[src/rtl/io_macros.svh]
// I/O subsystem sizing, register map and fixed JTAG pad positions
// Shared by the RTL and the testbench

`ifndef IO_MACROS_SVH
`define IO_MACROS_SVH

////////////////////////////////////////
// Sizes
////////////////////////////////////////

`define IO_NUM_MIO     8   // Multiplexed pads
`define IO_NUM_PERIPH  8   // Peripheral slots per direction
`define IO_SEL_W       4   // Select code width
`define IO_ADDR_W      5
`define IO_DATA_W      8

////////////////////////////////////////
// Register map
////////////////////////////////////////

`define IO_ADDR_OUTSEL 0   // Output select of pad k at base + k
`define IO_ADDR_INSEL  8   // Input select of peripheral k
`define IO_ADDR_ATTR   16  // Pad attributes
`define IO_ADDR_STATUS 24  // Read-only, bit 0 is jtag_en

// Debug pads taken over by the JTAG overlay
`define IO_JTAG_TCK_IDX   0
`define IO_JTAG_TMS_IDX   1
`define IO_JTAG_TDI_IDX   2
`define IO_JTAG_TDO_IDX   3
`define IO_JTAG_TRST_IDX  4

`define IO_JTAG_STRAP_IDX 7   // Sampled once after reset

`endif

[src/rtl/io_pkg.sv]
// Types shared by the I/O subsystem
// Pad attributes and the register data word with its two decodings

`include "io_macros.svh"

package io_pkg;

  // Per-pad attributes, applied in the pad ring
  typedef struct packed {
    logic input_dis;   // Core sees 0
    logic open_drain;  // Only drive low
    logic invert;      // Both directions
  } io_attr_t;

  localparam int IO_ATTR_W = $bits(io_attr_t);

  // Register data word
  // Select registers use the sel view, attribute registers the attr view
  typedef union packed {
    struct packed {
      logic [`IO_DATA_W-`IO_SEL_W-1:0] rsvd;
      logic [`IO_SEL_W-1:0]            value;
    } sel;
    struct packed {
      logic [`IO_DATA_W-IO_ATTR_W-1:0] rsvd;
      io_attr_t                        value;
    } attr;
  } io_reg_word_u;

endpackage : io_pkg

[src/rtl/io_ctrl.sv]
// I/O control block
// Register file for pad routing and attributes, plus the JTAG strap sampler

`include "io_macros.svh"

module io_ctrl
  import io_pkg::*;
(
  input  logic                                       clk_i,
  input  logic                                       rst_n_i,
  // Register port
  input  logic                                       reg_we_i,
  input  logic                                       reg_re_i,
  input  logic [`IO_ADDR_W-1:0]                      reg_addr_i,
  input  logic [`IO_DATA_W-1:0]                      reg_wdata_i,
  output logic [`IO_DATA_W-1:0]                      reg_rdata_o,
  // Strap pad, seen after the pad ring
  input  logic                                       strap_i,
  // Configuration to the datapath
  output logic [`IO_NUM_MIO-1:0][`IO_SEL_W-1:0]      outsel_o,
  output logic [`IO_NUM_PERIPH-1:0][`IO_SEL_W-1:0]   insel_o,
  output io_attr_t [`IO_NUM_MIO-1:0]                 attr_o,
  output logic                                       jtag_en_o
);

  localparam int ADDR_W = `IO_ADDR_W;
  localparam int IDX_W  = $clog2(`IO_NUM_MIO);  // Registers per bank
  localparam int BANK_W = ADDR_W - IDX_W;

  localparam logic [BANK_W-1:0] BANK_OUTSEL = BANK_W'(`IO_ADDR_OUTSEL / `IO_NUM_MIO);
  localparam logic [BANK_W-1:0] BANK_INSEL  = BANK_W'(`IO_ADDR_INSEL / `IO_NUM_MIO);
  localparam logic [BANK_W-1:0] BANK_ATTR   = BANK_W'(`IO_ADDR_ATTR / `IO_NUM_MIO);

  logic [`IO_NUM_MIO-1:0][`IO_SEL_W-1:0]    outsel_q;
  logic [`IO_NUM_PERIPH-1:0][`IO_SEL_W-1:0] insel_q;
  io_attr_t [`IO_NUM_MIO-1:0]               attr_q;
  logic [`IO_DATA_W-1:0]                    rdata_q;
  logic                                     strap_done_q;
  logic                                     jtag_en_q;

  logic [IDX_W-1:0]  idx;
  logic [BANK_W-1:0] bank;
  logic              hit_outsel, hit_insel, hit_attr, hit_status;
  io_reg_word_u      wword;
  io_reg_word_u      rword;

  ////////////////////////////////////////
  // Address decode
  ////////////////////////////////////////

  assign idx  = reg_addr_i[IDX_W-1:0];
  assign bank = reg_addr_i[ADDR_W-1:IDX_W];

  assign hit_outsel = (bank == BANK_OUTSEL);
  assign hit_insel  = (bank == BANK_INSEL);
  assign hit_attr   = (bank == BANK_ATTR);
  assign hit_status = (reg_addr_i == ADDR_W'(`IO_ADDR_STATUS));

  assign wword = reg_wdata_i;

  // Only the decoded field is kept, reserved bits drop here
  always_ff @(posedge clk_i or negedge rst_n_i) begin
    if (!rst_n_i) begin
      outsel_q <= '0;
      insel_q  <= '0;
      attr_q   <= '0;
    end else if (reg_we_i) begin
      if (hit_outsel) outsel_q[idx] <= wword.sel.value;
      if (hit_insel)  insel_q[idx]  <= wword.sel.value;
      if (hit_attr)   attr_q[idx]   <= wword.attr.value;
    end
  end

  ////////////////////////////////////////
  // Read-back
  ////////////////////////////////////////

  always_comb begin
    rword = '0;  // Unmapped reads return 0
    if (hit_outsel) begin
      rword.sel.value = outsel_q[idx];
    end else if (hit_insel) begin
      rword.sel.value = insel_q[idx];
    end else if (hit_attr) begin
      rword.attr.value = attr_q[idx];
    end else if (hit_status) begin
      rword = {{(`IO_DATA_W-1){1'b0}}, jtag_en_q};
    end
  end

  // Held until the next read
  always_ff @(posedge clk_i or negedge rst_n_i) begin
    if (!rst_n_i) begin
      rdata_q <= '0;
    end else if (reg_re_i) begin
      rdata_q <= rword;
    end
  end

  // One-shot strap capture on the first edge out of reset
  always_ff @(posedge clk_i or negedge rst_n_i) begin
    if (!rst_n_i) begin
      strap_done_q <= 1'b0;
      jtag_en_q    <= 1'b0;
    end else if (!strap_done_q) begin
      strap_done_q <= 1'b1;
      jtag_en_q    <= strap_i;
    end
  end

  assign reg_rdata_o = rdata_q;
  assign outsel_o    = outsel_q;
  assign insel_o     = insel_q;
  assign attr_o      = attr_q;
  assign jtag_en_o   = jtag_en_q;

endmodule : io_ctrl

[src/rtl/pin_mux.sv]
// Pin multiplexer
// Routes peripheral outputs onto pads and pad inputs onto peripheral inputs

`include "io_macros.svh"

module pin_mux (
  input  logic [`IO_NUM_MIO-1:0][`IO_SEL_W-1:0]    outsel_i,
  input  logic [`IO_NUM_PERIPH-1:0][`IO_SEL_W-1:0] insel_i,
  // Peripheral side
  input  logic [`IO_NUM_PERIPH-1:0]                periph_out_i,
  input  logic [`IO_NUM_PERIPH-1:0]                periph_oe_i,
  output logic [`IO_NUM_PERIPH-1:0]                periph_in_o,
  // Core side of the pads
  input  logic [`IO_NUM_MIO-1:0]                   core_in_i,
  output logic [`IO_NUM_MIO-1:0]                   core_out_o,
  output logic [`IO_NUM_MIO-1:0]                   core_oe_o
);

  // Wide enough for either source bus
  localparam int SRC_W = (`IO_NUM_MIO > `IO_NUM_PERIPH) ? `IO_NUM_MIO : `IO_NUM_PERIPH;

  // Code v picks source v-1, code 0 and codes past the end give 0
  function automatic logic pick(input logic [`IO_SEL_W-1:0] sel,
                                input logic [SRC_W-1:0]     src);
    logic res;
    res = 1'b0;
    for (int i = 0; i < SRC_W; i++) begin
      if (sel == `IO_SEL_W'(i + 1)) res = src[i];
    end
    return res;
  endfunction

  logic [SRC_W-1:0] periph_out_ext, periph_oe_ext, core_in_ext;

  // Zero fill keeps codes beyond a short bus at 0
  assign periph_out_ext = SRC_W'(periph_out_i);
  assign periph_oe_ext  = SRC_W'(periph_oe_i);
  assign core_in_ext    = SRC_W'(core_in_i);

  // Output direction, out and oe follow the same peripheral
  always_comb begin
    for (int k = 0; k < `IO_NUM_MIO; k++) begin
      core_out_o[k] = pick(outsel_i[k], periph_out_ext);
      core_oe_o[k]  = pick(outsel_i[k], periph_oe_ext);
    end
  end

  // Input direction
  always_comb begin
    for (int p = 0; p < `IO_NUM_PERIPH; p++) begin
      periph_in_o[p] = pick(insel_i[p], core_in_ext);
    end
  end

endmodule : pin_mux

[src/rtl/jtag_mux.sv]
// JTAG overlay mux
// Takes the fixed debug pads when enabled and ties off their core-side view

`include "io_macros.svh"

module jtag_mux (
  input  logic                   jtag_en_i,
  // Debug port
  output logic                   jtag_tck_o,
  output logic                   jtag_tms_o,
  output logic                   jtag_tdi_o,
  output logic                   jtag_trst_n_o,
  input  logic                   jtag_tdo_i,
  // Core side
  input  logic [`IO_NUM_MIO-1:0] core_out_i,
  input  logic [`IO_NUM_MIO-1:0] core_oe_i,
  output logic [`IO_NUM_MIO-1:0] core_in_o,
  // Pad ring side
  output logic [`IO_NUM_MIO-1:0] pad_out_o,
  output logic [`IO_NUM_MIO-1:0] pad_oe_o,
  input  logic [`IO_NUM_MIO-1:0] pad_in_i
);

  localparam int N = `IO_NUM_MIO;

  // Pads owned by the debug port while enabled
  localparam logic [N-1:0] JTAG_MASK = (N'(1) << `IO_JTAG_TCK_IDX)
                                     | (N'(1) << `IO_JTAG_TMS_IDX)
                                     | (N'(1) << `IO_JTAG_TDI_IDX)
                                     | (N'(1) << `IO_JTAG_TDO_IDX)
                                     | (N'(1) << `IO_JTAG_TRST_IDX);

  // Core reads these while the overlay is on, TMS idles high
  localparam logic [N-1:0] TIE_OFF = N'(1) << `IO_JTAG_TMS_IDX;

  always_comb begin
    // Pass-through by default
    pad_out_o = core_out_i;
    pad_oe_o  = core_oe_i;
    core_in_o = pad_in_i;

    // Idle debug levels
    jtag_tck_o    = 1'b0;
    jtag_tms_o    = 1'b1;
    jtag_tdi_o    = 1'b0;
    jtag_trst_n_o = 1'b0;

    if (jtag_en_i) begin
      pad_out_o = core_out_i & ~JTAG_MASK;
      pad_oe_o  = core_oe_i & ~JTAG_MASK;  // Debug inputs float
      pad_out_o[`IO_JTAG_TDO_IDX] = jtag_tdo_i;
      pad_oe_o[`IO_JTAG_TDO_IDX]  = 1'b1;

      core_in_o = (pad_in_i & ~JTAG_MASK) | TIE_OFF;

      jtag_tck_o    = pad_in_i[`IO_JTAG_TCK_IDX];
      jtag_tms_o    = pad_in_i[`IO_JTAG_TMS_IDX];
      jtag_tdi_o    = pad_in_i[`IO_JTAG_TDI_IDX];
      jtag_trst_n_o = pad_in_i[`IO_JTAG_TRST_IDX];
    end
  end

endmodule : jtag_mux

[src/rtl/pad_ring.sv]
// Pad ring model
// Applies invert, open-drain and input-disable per pad

`include "io_macros.svh"

module pad_ring
  import io_pkg::*;
(
  input  io_attr_t [`IO_NUM_MIO-1:0] attr_i,
  // Core side
  input  logic [`IO_NUM_MIO-1:0]     core_out_i,
  input  logic [`IO_NUM_MIO-1:0]     core_oe_i,
  output logic [`IO_NUM_MIO-1:0]     core_in_o,
  // Pad side, split in, out and enable
  input  logic [`IO_NUM_MIO-1:0]     mio_in_i,
  output logic [`IO_NUM_MIO-1:0]     mio_out_o,
  output logic [`IO_NUM_MIO-1:0]     mio_oe_o
);

  ////////////////////////////////////////
  // Output path
  ////////////////////////////////////////

  always_comb begin
    logic out_inv;
    for (int k = 0; k < `IO_NUM_MIO; k++) begin
      out_inv = core_out_i[k] ^ attr_i[k].invert;
      if (attr_i[k].open_drain) begin
        // Pull low only, release for a one
        mio_out_o[k] = 1'b0;
        mio_oe_o[k]  = core_oe_i[k] & ~out_inv;
      end else begin
        mio_out_o[k] = out_inv;
        mio_oe_o[k]  = core_oe_i[k];
      end
    end
  end

  ////////////////////////////////////////
  // Input path
  ////////////////////////////////////////

  always_comb begin
    for (int k = 0; k < `IO_NUM_MIO; k++) begin
      if (attr_i[k].input_dis) begin
        core_in_o[k] = 1'b0;
      end else begin
        core_in_o[k] = mio_in_i[k] ^ attr_i[k].invert;
      end
    end
  end

endmodule : pad_ring

[src/rtl/io_subsys_top.sv]
// I/O subsystem top level
// Control block, pin mux, JTAG overlay and pad ring in one wrapper

`include "io_macros.svh"

module io_subsys_top
  import io_pkg::*;
(
  input  logic                      clk_i,
  input  logic                      rst_n_i,
  // Register port
  input  logic                      reg_we_i,
  input  logic                      reg_re_i,
  input  logic [`IO_ADDR_W-1:0]     reg_addr_i,
  input  logic [`IO_DATA_W-1:0]     reg_wdata_i,
  output logic [`IO_DATA_W-1:0]     reg_rdata_o,
  // Peripheral slots
  input  logic [`IO_NUM_PERIPH-1:0] periph_out_i,
  input  logic [`IO_NUM_PERIPH-1:0] periph_oe_i,
  output logic [`IO_NUM_PERIPH-1:0] periph_in_o,
  // Pads
  input  logic [`IO_NUM_MIO-1:0]    mio_in_i,
  output logic [`IO_NUM_MIO-1:0]    mio_out_o,
  output logic [`IO_NUM_MIO-1:0]    mio_oe_o,
  // Debug port
  output logic                      jtag_tck_o,
  output logic                      jtag_tms_o,
  output logic                      jtag_tdi_o,
  output logic                      jtag_trst_n_o,
  input  logic                      jtag_tdo_i
);

  logic [`IO_NUM_MIO-1:0][`IO_SEL_W-1:0]    outsel;
  logic [`IO_NUM_PERIPH-1:0][`IO_SEL_W-1:0] insel;
  io_attr_t [`IO_NUM_MIO-1:0]               attr;
  logic                                     jtag_en;

  logic [`IO_NUM_MIO-1:0] mux_out, mux_oe, mux_in;  // pin_mux <-> jtag_mux
  logic [`IO_NUM_MIO-1:0] ring_out, ring_oe, ring_in;  // jtag_mux <-> pad_ring

  ////////////////////////////////////////
  // Control
  ////////////////////////////////////////

  io_ctrl io_ctrl_i (
    .clk_i       ( clk_i                          ),
    .rst_n_i     ( rst_n_i                        ),
    .reg_we_i    ( reg_we_i                       ),
    .reg_re_i    ( reg_re_i                       ),
    .reg_addr_i  ( reg_addr_i                     ),
    .reg_wdata_i ( reg_wdata_i                    ),
    .reg_rdata_o ( reg_rdata_o                    ),
    .strap_i     ( ring_in[`IO_JTAG_STRAP_IDX]    ),  // After pad attributes
    .outsel_o    ( outsel                         ),
    .insel_o     ( insel                          ),
    .attr_o      ( attr                           ),
    .jtag_en_o   ( jtag_en                        )
  );

  ////////////////////////////////////////
  // Datapath
  ////////////////////////////////////////

  pin_mux pin_mux_i (
    .outsel_i     ( outsel       ),
    .insel_i      ( insel        ),
    .periph_out_i ( periph_out_i ),
    .periph_oe_i  ( periph_oe_i  ),
    .periph_in_o  ( periph_in_o  ),
    .core_in_i    ( mux_in       ),
    .core_out_o   ( mux_out      ),
    .core_oe_o    ( mux_oe       )
  );

  jtag_mux jtag_mux_i (
    .jtag_en_i     ( jtag_en       ),
    .jtag_tck_o    ( jtag_tck_o    ),
    .jtag_tms_o    ( jtag_tms_o    ),
    .jtag_tdi_o    ( jtag_tdi_o    ),
    .jtag_trst_n_o ( jtag_trst_n_o ),
    .jtag_tdo_i    ( jtag_tdo_i    ),
    .core_out_i    ( mux_out       ),
    .core_oe_i     ( mux_oe        ),
    .core_in_o     ( mux_in        ),
    .pad_out_o     ( ring_out      ),
    .pad_oe_o      ( ring_oe       ),
    .pad_in_i      ( ring_in       )
  );

  pad_ring pad_ring_i (
    .attr_i     ( attr      ),
    .core_out_i ( ring_out  ),
    .core_oe_i  ( ring_oe   ),
    .core_in_o  ( ring_in   ),
    .mio_in_i   ( mio_in_i  ),
    .mio_out_o  ( mio_out_o ),
    .mio_oe_o   ( mio_oe_o  )
  );

endmodule : io_subsys_top

[config.mk]
export PLATFORM = sky130hd
export DESIGN_NAME = io_subsys_top
export DESIGN_NICKNAME = d
export VERILOG_FILES = /design/src/rtl/io_pkg.sv /design/src/rtl/io_ctrl.sv /design/src/rtl/pin_mux.sv /design/src/rtl/jtag_mux.sv /design/src/rtl/pad_ring.sv /design/src/rtl/io_subsys_top.sv
export VERILOG_INCLUDE_DIRS = /design/src /design/src/rtl
export SDC_FILE = /design/constraint.sdc
export NUM_CORES = 1
export LEC_CHECK = 0
export BUFFER_PORTS_ARGS = -buffer_cell sky130_fd_sc_hd__buf_4
export CORE_ASPECT_RATIO = 0.5
export CORE_MARGIN = 3
export CORE_UTILIZATION = 55
export CTS_CLUSTER_DIAMETER = 150
export CTS_CLUSTER_SIZE = 8
export DETAILED_ROUTE_END_ITERATION = 8
export PLACE_DENSITY = 0.73
export SYNTH_ARGS = -nofsm -noshare
export SYNTH_HDL_FRONTEND = slang
export SYNTH_SLANG_ARGS = --single-unit
[constraint.sdc]
create_clock -name clk_i -period 2.7 [get_ports clk_i]
set_input_delay 0.27 -clock clk_i [delete_from_list [all_inputs] [get_ports clk_i]]
set_output_delay 0.27 -clock clk_i [all_outputs]
set_load 0.02 [all_outputs]
After elaboration in Yosys (flattened, before gate mapping)
Cells that the tools add are included.
{"block": "word_totals", "reg_bits": 98, "input_bits": 42, "out_inout_bits": 36}
{"block": "op_classes", "order_cmp": 2, "n_eq_ne": 131, "muxes": 243, "bitwise": 32, "n_reduce_logical": 5}
{"cell": "equality test 4 x 3 -> 1 bit, second input constant", "n": 64}
{"cell": "2-to-1 mux 1 bit", "n": 221}
{"cell": "equality test 4 x 2 -> 1 bit, second input constant", "n": 32}
{"cell": "bitwise mux 32 bit", "n": 2}
{"cell": "equality test 4 x 1 -> 1 bit, second input constant", "n": 16}
{"cell": "equality test 4 bit, second input constant", "n": 16}
{"cell": "2-to-1 mux 4 bit", "n": 7}
{"cell": "binary-select mux 4 bit (select 3 bit)", "n": 2}
{"cell": "bitwise mux 24 bit", "n": 1}
{"cell": "2-to-1 mux 5 bit", "n": 4}
{"cell": "XOR 1 bit", "n": 16}
{"cell": "demux 4 bit (select 3 bit)", "n": 1}
{"cell": "binary-select mux 3 bit (select 3 bit)", "n": 1}
{"cell": "demux 3 bit (select 3 bit)", "n": 1}
{"cell": "2-to-1 mux 3 bit", "n": 3}
{"cell": "AND 1 bit", "n": 8}
{"cell": "NOT 1 bit", "n": 8}
{"cell": "AND reduction 2 bit", "n": 3}
{"cell": "equality test 5 bit, second input constant", "n": 1}
{"cell": "less-than comparator 3 x 4 -> 1 bit, second input constant", "n": 1}
{"cell": "greater-or-equal comparator 3 x 1 -> 1 bit, second input constant", "n": 1}
{"cell": "equality test 2 x 1 -> 1 bit, second input constant", "n": 1}
{"cell": "equality test 2 bit, second input constant", "n": 1}
{"cell": "zero test 2 bit", "n": 1}
{"cell": "logical AND 1 bit", "n": 1}

Longest topological paths before layout
{"block": "depth", "depth_word": 14, "ltp_mapped": 8, "depth_no_buf": 5}

Cells and area by module
From an unflattened synthesis, not the netlist that was laid out.
{"block": "unflattened", "cells_unflattened": 733, "hier_area_um2": 7252.0}
{"mod": "io_ctrl", "n_inst": 1, "cells_each": 352, "area_each_um2": 4533.1, "seq_area_each_um2": 2352.3}
{"mod": "pin_mux", "n_inst": 1, "cells_each": 312, "area_each_um2": 2207.1, "seq_area_each_um2": 0.0}
{"mod": "pad_ring", "n_inst": 1, "cells_each": 40, "area_each_um2": 300.3, "seq_area_each_um2": 0.0}
{"mod": "jtag_mux", "n_inst": 1, "cells_each": 29, "area_each_um2": 211.5, "seq_area_each_um2": 0.0}

Least setup slack after synthesis
OpenSTA, ideal clock, no wires.
{"block": "synth_path", "kind": "flip-flop to output port", "from": "reg io_ctrl_i.outsel_q (netlist bit io_ctrl_i.outsel_o[1])", "to": "out mio_out_o[0]", "arrival_time_ns": 1.984, "slack_ns": 0.446, "stages_incl_launch_ff": 7, "path_cell_list": "dfrtp_1 -> buf_6 -> or4b_4 -> o31ai_2 -> a21oi_2 -> or3_2 -> a21oi_1"}
{"block": "synth_via", "elab_chain_len": 12, "elab_cells_between_ends": 19}
{"element": "from (decl)", "line": "io_ctrl.sv:34", "rtl": "logic [`IO_NUM_MIO-1:0][`IO_SEL_W-1:0] outsel_q;"}
{"element": "from (signal, indexed assignment)", "line": "io_ctrl.sv:68", "rtl": "if (hit_outsel) outsel_q[idx] <= wword.sel.value;"}
{"element": "equality test 4 x 1 -> 1 bit", "line": "pin_mux.sv:28", "rtl": "if (sel == `IO_SEL_W'(i + 1)) res = src[i];"}
{"element": "2-to-1 mux 1 bit (7 in series)", "line": "pin_mux.sv:28"}
{"element": "2-to-1 mux 1 bit (*)", "line": "pin_mux.sv:28"}
{"element": "2-to-1 mux 5 bit (*)", "line": "jtag_mux.sv:48", "rtl": "if (jtag_en_i) begin"}
{"element": "XOR 1 bit (*)", "line": "pad_ring.sv:27", "rtl": "out_inv = core_out_i[k] ^ attr_i[k].invert;"}
{"element": "2-to-1 mux 1 bit (*)", "line": "pad_ring.sv:28", "rtl": "if (attr_i[k].open_drain) begin"}
{"element": "to (decl)", "line": "io_subsys_top.sv:23", "rtl": "output logic [`IO_NUM_MIO-1:0] mio_out_o,"}
Mark *: on every way between the ends. The rest lies on a longest branch, timed or not.

Worst setup path in the final report
{"block": "layout_path", "from": "reg io_ctrl_i.outsel_q (netlist bit io_ctrl_i.outsel_o[1])", "to": "out mio_oe_o[0]"}
{"block": "layout_via", "elab_chain_len": 14, "elab_cells_between_ends": 30}
{"element": "equality test 4 x 1 -> 1 bit", "line": "pin_mux.sv:28"}
{"element": "2-to-1 mux 1 bit (8 in series)", "line": "pin_mux.sv:28"}
{"element": "2-to-1 mux 5 bit", "line": "jtag_mux.sv:48"}
{"element": "XOR 1 bit", "line": "pad_ring.sv:27"}
{"element": "NOT 1 bit", "line": "pad_ring.sv:31", "rtl": "mio_oe_o[k] = core_oe_i[k] & ~out_inv;"}
{"element": "AND 1 bit", "line": "pad_ring.sv:31"}
{"element": "2-to-1 mux 1 bit (*)", "line": "pad_ring.sv:28"}
{"element": "to (decl)", "line": "io_subsys_top.sv:24", "rtl": "output logic [`IO_NUM_MIO-1:0] mio_oe_o,"}
Marks and branches as above.

==> qor.csv <==
stage,metric,value,unit
place,dpl cell area,7630,um2
global_routing,number of global-route vias before repair,6078,
timing,Fin. Hold Viols,0,
synthesis,Avg Inst Size Synth,9.666,um2
place,Placed Instances,924,
global_routing,GRT Util Overall,31.87,%
synthesis,XOR/XNOR Fraction of Synth Area,1.508,%
cts,clk_lat worst skew,350,ps
synthesis,Synth Flop Type,dfrtp_1,
synthesis,Synth top area share,33.75,%
timing,clock skew,4.989,ps
cts,number of clock sinks,94,
setup_path,crit-path cells,or4b_4 -> o31ai_2 -> a21oi_2 -> or4b_1 -> and3_1 -> buf_4,
cells_and_area,layout cell share with drive strength beyond 1,34.27,%
die,Die Y,85.60,um
setup_path,launch point of the worst path,io_ctrl_i.outsel_o[1],
setup_path,slowest cell on the critical path,or4b_4,
place,GP Congestion,0.9347,
routing,DRC viols,0,
routing,final wirelength,22.51,mm
timing,crit share post-route,97.53,%
setup_path,R2R setup slack,700,ps
timing,min Tclk post-route,2633,ps
cells_and_area,final core area utilization,66.98,%
routing,Initial DRC Count,813,
setup_path,FF-to-FF Start,io_ctrl_i.outsel_o[25],
worst_hold_path,Hold EP,io_ctrl_i.reg_rdata_o[3],
cts,H-tree levels,3,
synthesis,#FFs+latches synth,94,
setup_path,Max stage delay on crit path,570,ps
synthesis,Synth Area in Compound Gates,18.26,%
synthesis,sequential area share after synthesis,33.75,%
synthesis,Post-Synth Adder-Cell Area,0,%
synthesis,largest family of logic cells by synthesized area,multiplexers,
cells_and_area,# diodes,0,
power,Pleak,3.361,nW
die,Die Width,165.2,um
place,DP Worst Slack,287.6,ps
worst_hold_path,HP Start,reg_re_i,
setup_path,data arrival time of the worst path,2360,ps
setup_path,worst r2r dst,io_ctrl_i.reg_rdata_o[1],
routing,Final ANT Viol Nets,0,
cts,clock transition at the registers of the reported paths,60,ps
synthesis,number of synthesized flops with an enable pin,0,
synthesis,Syn Inst Count,721,
power,Max VDD drop,0.4039,mV
timing,RSZ-0062 raised after global routing,yes,
setup_path,Crit path max-delay family,simple AND/OR/NAND/NOR gates,
cts,cts bufs inserted,9,
synthesis,yosys synthesis warning count,0,
setup_path,Worst EP required,2430,ps
synthesis,mapped cell area,6969,um2
synthesis,Synth Area in Simple Gates,16.97,%
setup_path,CP Depth,6,
cts,clock buffer depth,2,
cells_and_area,"Cell Count, Final, Fillers Out",947,
setup_path,R2R depth,5,
synthesis,mux cell area share after synthesis,24.76,%
cells_and_area,fin nets,822,
synthesis,ranking of synthesized cells by area,"dfrtp_1, mux2_2, mux2i_1, mux4_2, o21ai_0",
setup_path,Crit. End Element,primary output,
global_routing,first-pass GRT wire length,34.44,mm
power,Pwr per Cell Area,711.4,nW/um2
synthesis,Synth cell types,72,
worst_hold_path,Worst Hold Depth,2,
routing,vias,6548,
timing,final-report setup violation count,0,
place,Port Buffers,69,
die,initial core utilization,57.66,%
worst_hold_path,worst min path class,primary input to flop,
setup_path,worst path bufs/invs,1,
timing,f_max,0.3798,GHz
cts,CTS tree,yes,
global_routing,total grt overflow,0,
timing,Least-Margin Pin Slew,936.4,ps
synthesis,async set-or-reset flop fraction in the synthesized netlist,100.0,%
timing,Setup TNS Final,0,ps
setup_path,startpoint types,flop,
setup_path,crit path kind,flop to primary output,
power,total power,5.759,mW
place,HPWL after DPL,15.52,mm
synthesis,cell taking the most area after synthesis,dfrtp_1,
timing,final count of pins violating max slew,0,
status,outcome,"complete, no violations",
global_routing,largest net degree at the start of global routing,48,
global_routing,antenna violations before repair,0,
die,total die area,14140,um2
run,Max-cap violations,0,
routing,WL/cell,23.77,um
routing,vias per cell,6.914,
cells_and_area,Area growth syn-to-layout,16.16,%
timing,Slew Limit Headroom,37.45,%
cts,Root Buffer,clkbuf_16,
die,I/O pin cnt,78,
routing,DRT Pass-1 Iters,6,
timing,Hold WS,184.4,ps
cells_and_area,final instance area,8095,um2
die,# rows,28,
die,core area,12090,um2
timing,worst setup margin,66.81,ps
setup_path,"Max FO, Critical Path",7,
sequential cells by signal (all words and copies together) (netlist names):
name                    flops
io_ctrl_i.insel_o          32
io_ctrl_i.outsel_o         32
io_ctrl_i.attr_o           24
io_ctrl_i.reg_rdata_o       4
io_ctrl_i.jtag_en_o         1
io_ctrl_i.strap_done_q      1
worst register-to-register path: stages, from the launching register on:
cell     delay, ps
dfrtp_1        480
mux2_2         320
a221o_1        330
a221o_1        370
and3_1         170
a211o_1        220
power by group:
group,internal (mW),total (mW),switching [mW]
Clock,0.604,1.11,0.508
Combinational,1.22,2.42,1.20
Sequential,1.69,2.23,0.543
synthesized netlist by cell type (4+ instances only):
| master | count |
|---|---|
| o31ai_1 | 6 |
| inv_1 | 16 |
| a21oi_1 | 35 |
| nor3b_1 | 4 |
| nand2_1 | 39 |
| nor2_1 | 30 |
| nand3b_1 | 15 |
| buf_4 | 5 |
| a221oi_1 | 9 |
| o211ai_1 | 7 |
| mux4_2 | 14 |
| nand4b_1 | 5 |
| mux2_2 | 95 |
| o32ai_1 | 5 |
| o21ai_0 | 37 |
| o22ai_1 | 5 |
| or3_1 | 4 |
| o2bb2a_1 | 4 |
| and3_1 | 8 |
| xor2_1 | 5 |
| nor2b_1 | 18 |
| a211o_1 | 4 |
| or2_2 | 5 |
| o311ai_0 | 4 |
| clkbuf_1 | 32 |
| nand2b_1 | 10 |
| a221o_1 | 4 |
| nor4b_1 | 8 |
| nand3_1 | 23 |
| buf_2 | 15 |
| dfrtp_1 | 94 |
| xnor2_1 | 7 |
| nor3_1 | 28 |
| a211oi_1 | 17 |
| mux2i_1 | 34 |
| a31oi_1 | 9 |
kinds of logic after synthesis:
logic type,Yosys count
AOI/OAI and AO/OA,184
xor gates and xnor gates,12
buffers and inverters,74
DFF,94
muxes,143
other,2
and+or+nand+nor,212
final cells by class:
| class | count | area, um2 |
|---|---|---|
| clock inverters | 3 | 15.01 |
| multi-input cells | 556 | 4409 |
| repair buffers | 102 | 802.0 |
| well taps | 165 | 206.4 |
| inverters | 17 | 63.81 |
| clock buffers | 10 | 229.0 |
| flip-flops and latches | 94 | 2370 |
| fillers | 997 | 3991 |
how the worst max path moves through the flow:
stage,to
after floorplan,mio_out_o[0]
after global placement,mio_out_o[4]
after detailed placement,io_ctrl_i.insel_o[14]
after CTS,mio_out_o[4]
after global routing,mio_out_o[1]
final,mio_oe_o[0]
repair_timing:
action / CTS / global route
setup endpoints to repair: 7 / 13
hold buffers: 1 / 0
hold endpoints to repair: 43 / 0
pin swaps: 1 / 4
resized for setup: 12 / 25
setup buffers: 0 / 9
metal layers:
layer | GRT usage [%] | routed length (um)
met1 | 47.28 | 9641
met2 | 47.94 | 9973
met3 | 5.065 | 2405
met4 | 10.05 | 492
met5 | 0 | 0
cells in the final DEF (no fill, tap or decap), types with 8 or more instances in the layout:
cell type	count
nand2_1	39
a31oi_1	9
mux4_2	14
nand2b_1	10
nand3_1	23
a221oi_1	8
o21ai_0	36
dfrtp_2	14
a21oi_1	34
buf_4	95
nand3b_1	15
nor3_1	28
inv_1	16
nor2_1	29
a211oi_1	17
and3_1	8
dfrtp_1	80
clkbuf_16	9
nor2b_1	16
mux2i_1	34
mux2_2	95
Note: power is estimated with default switching activity, not from simulation.
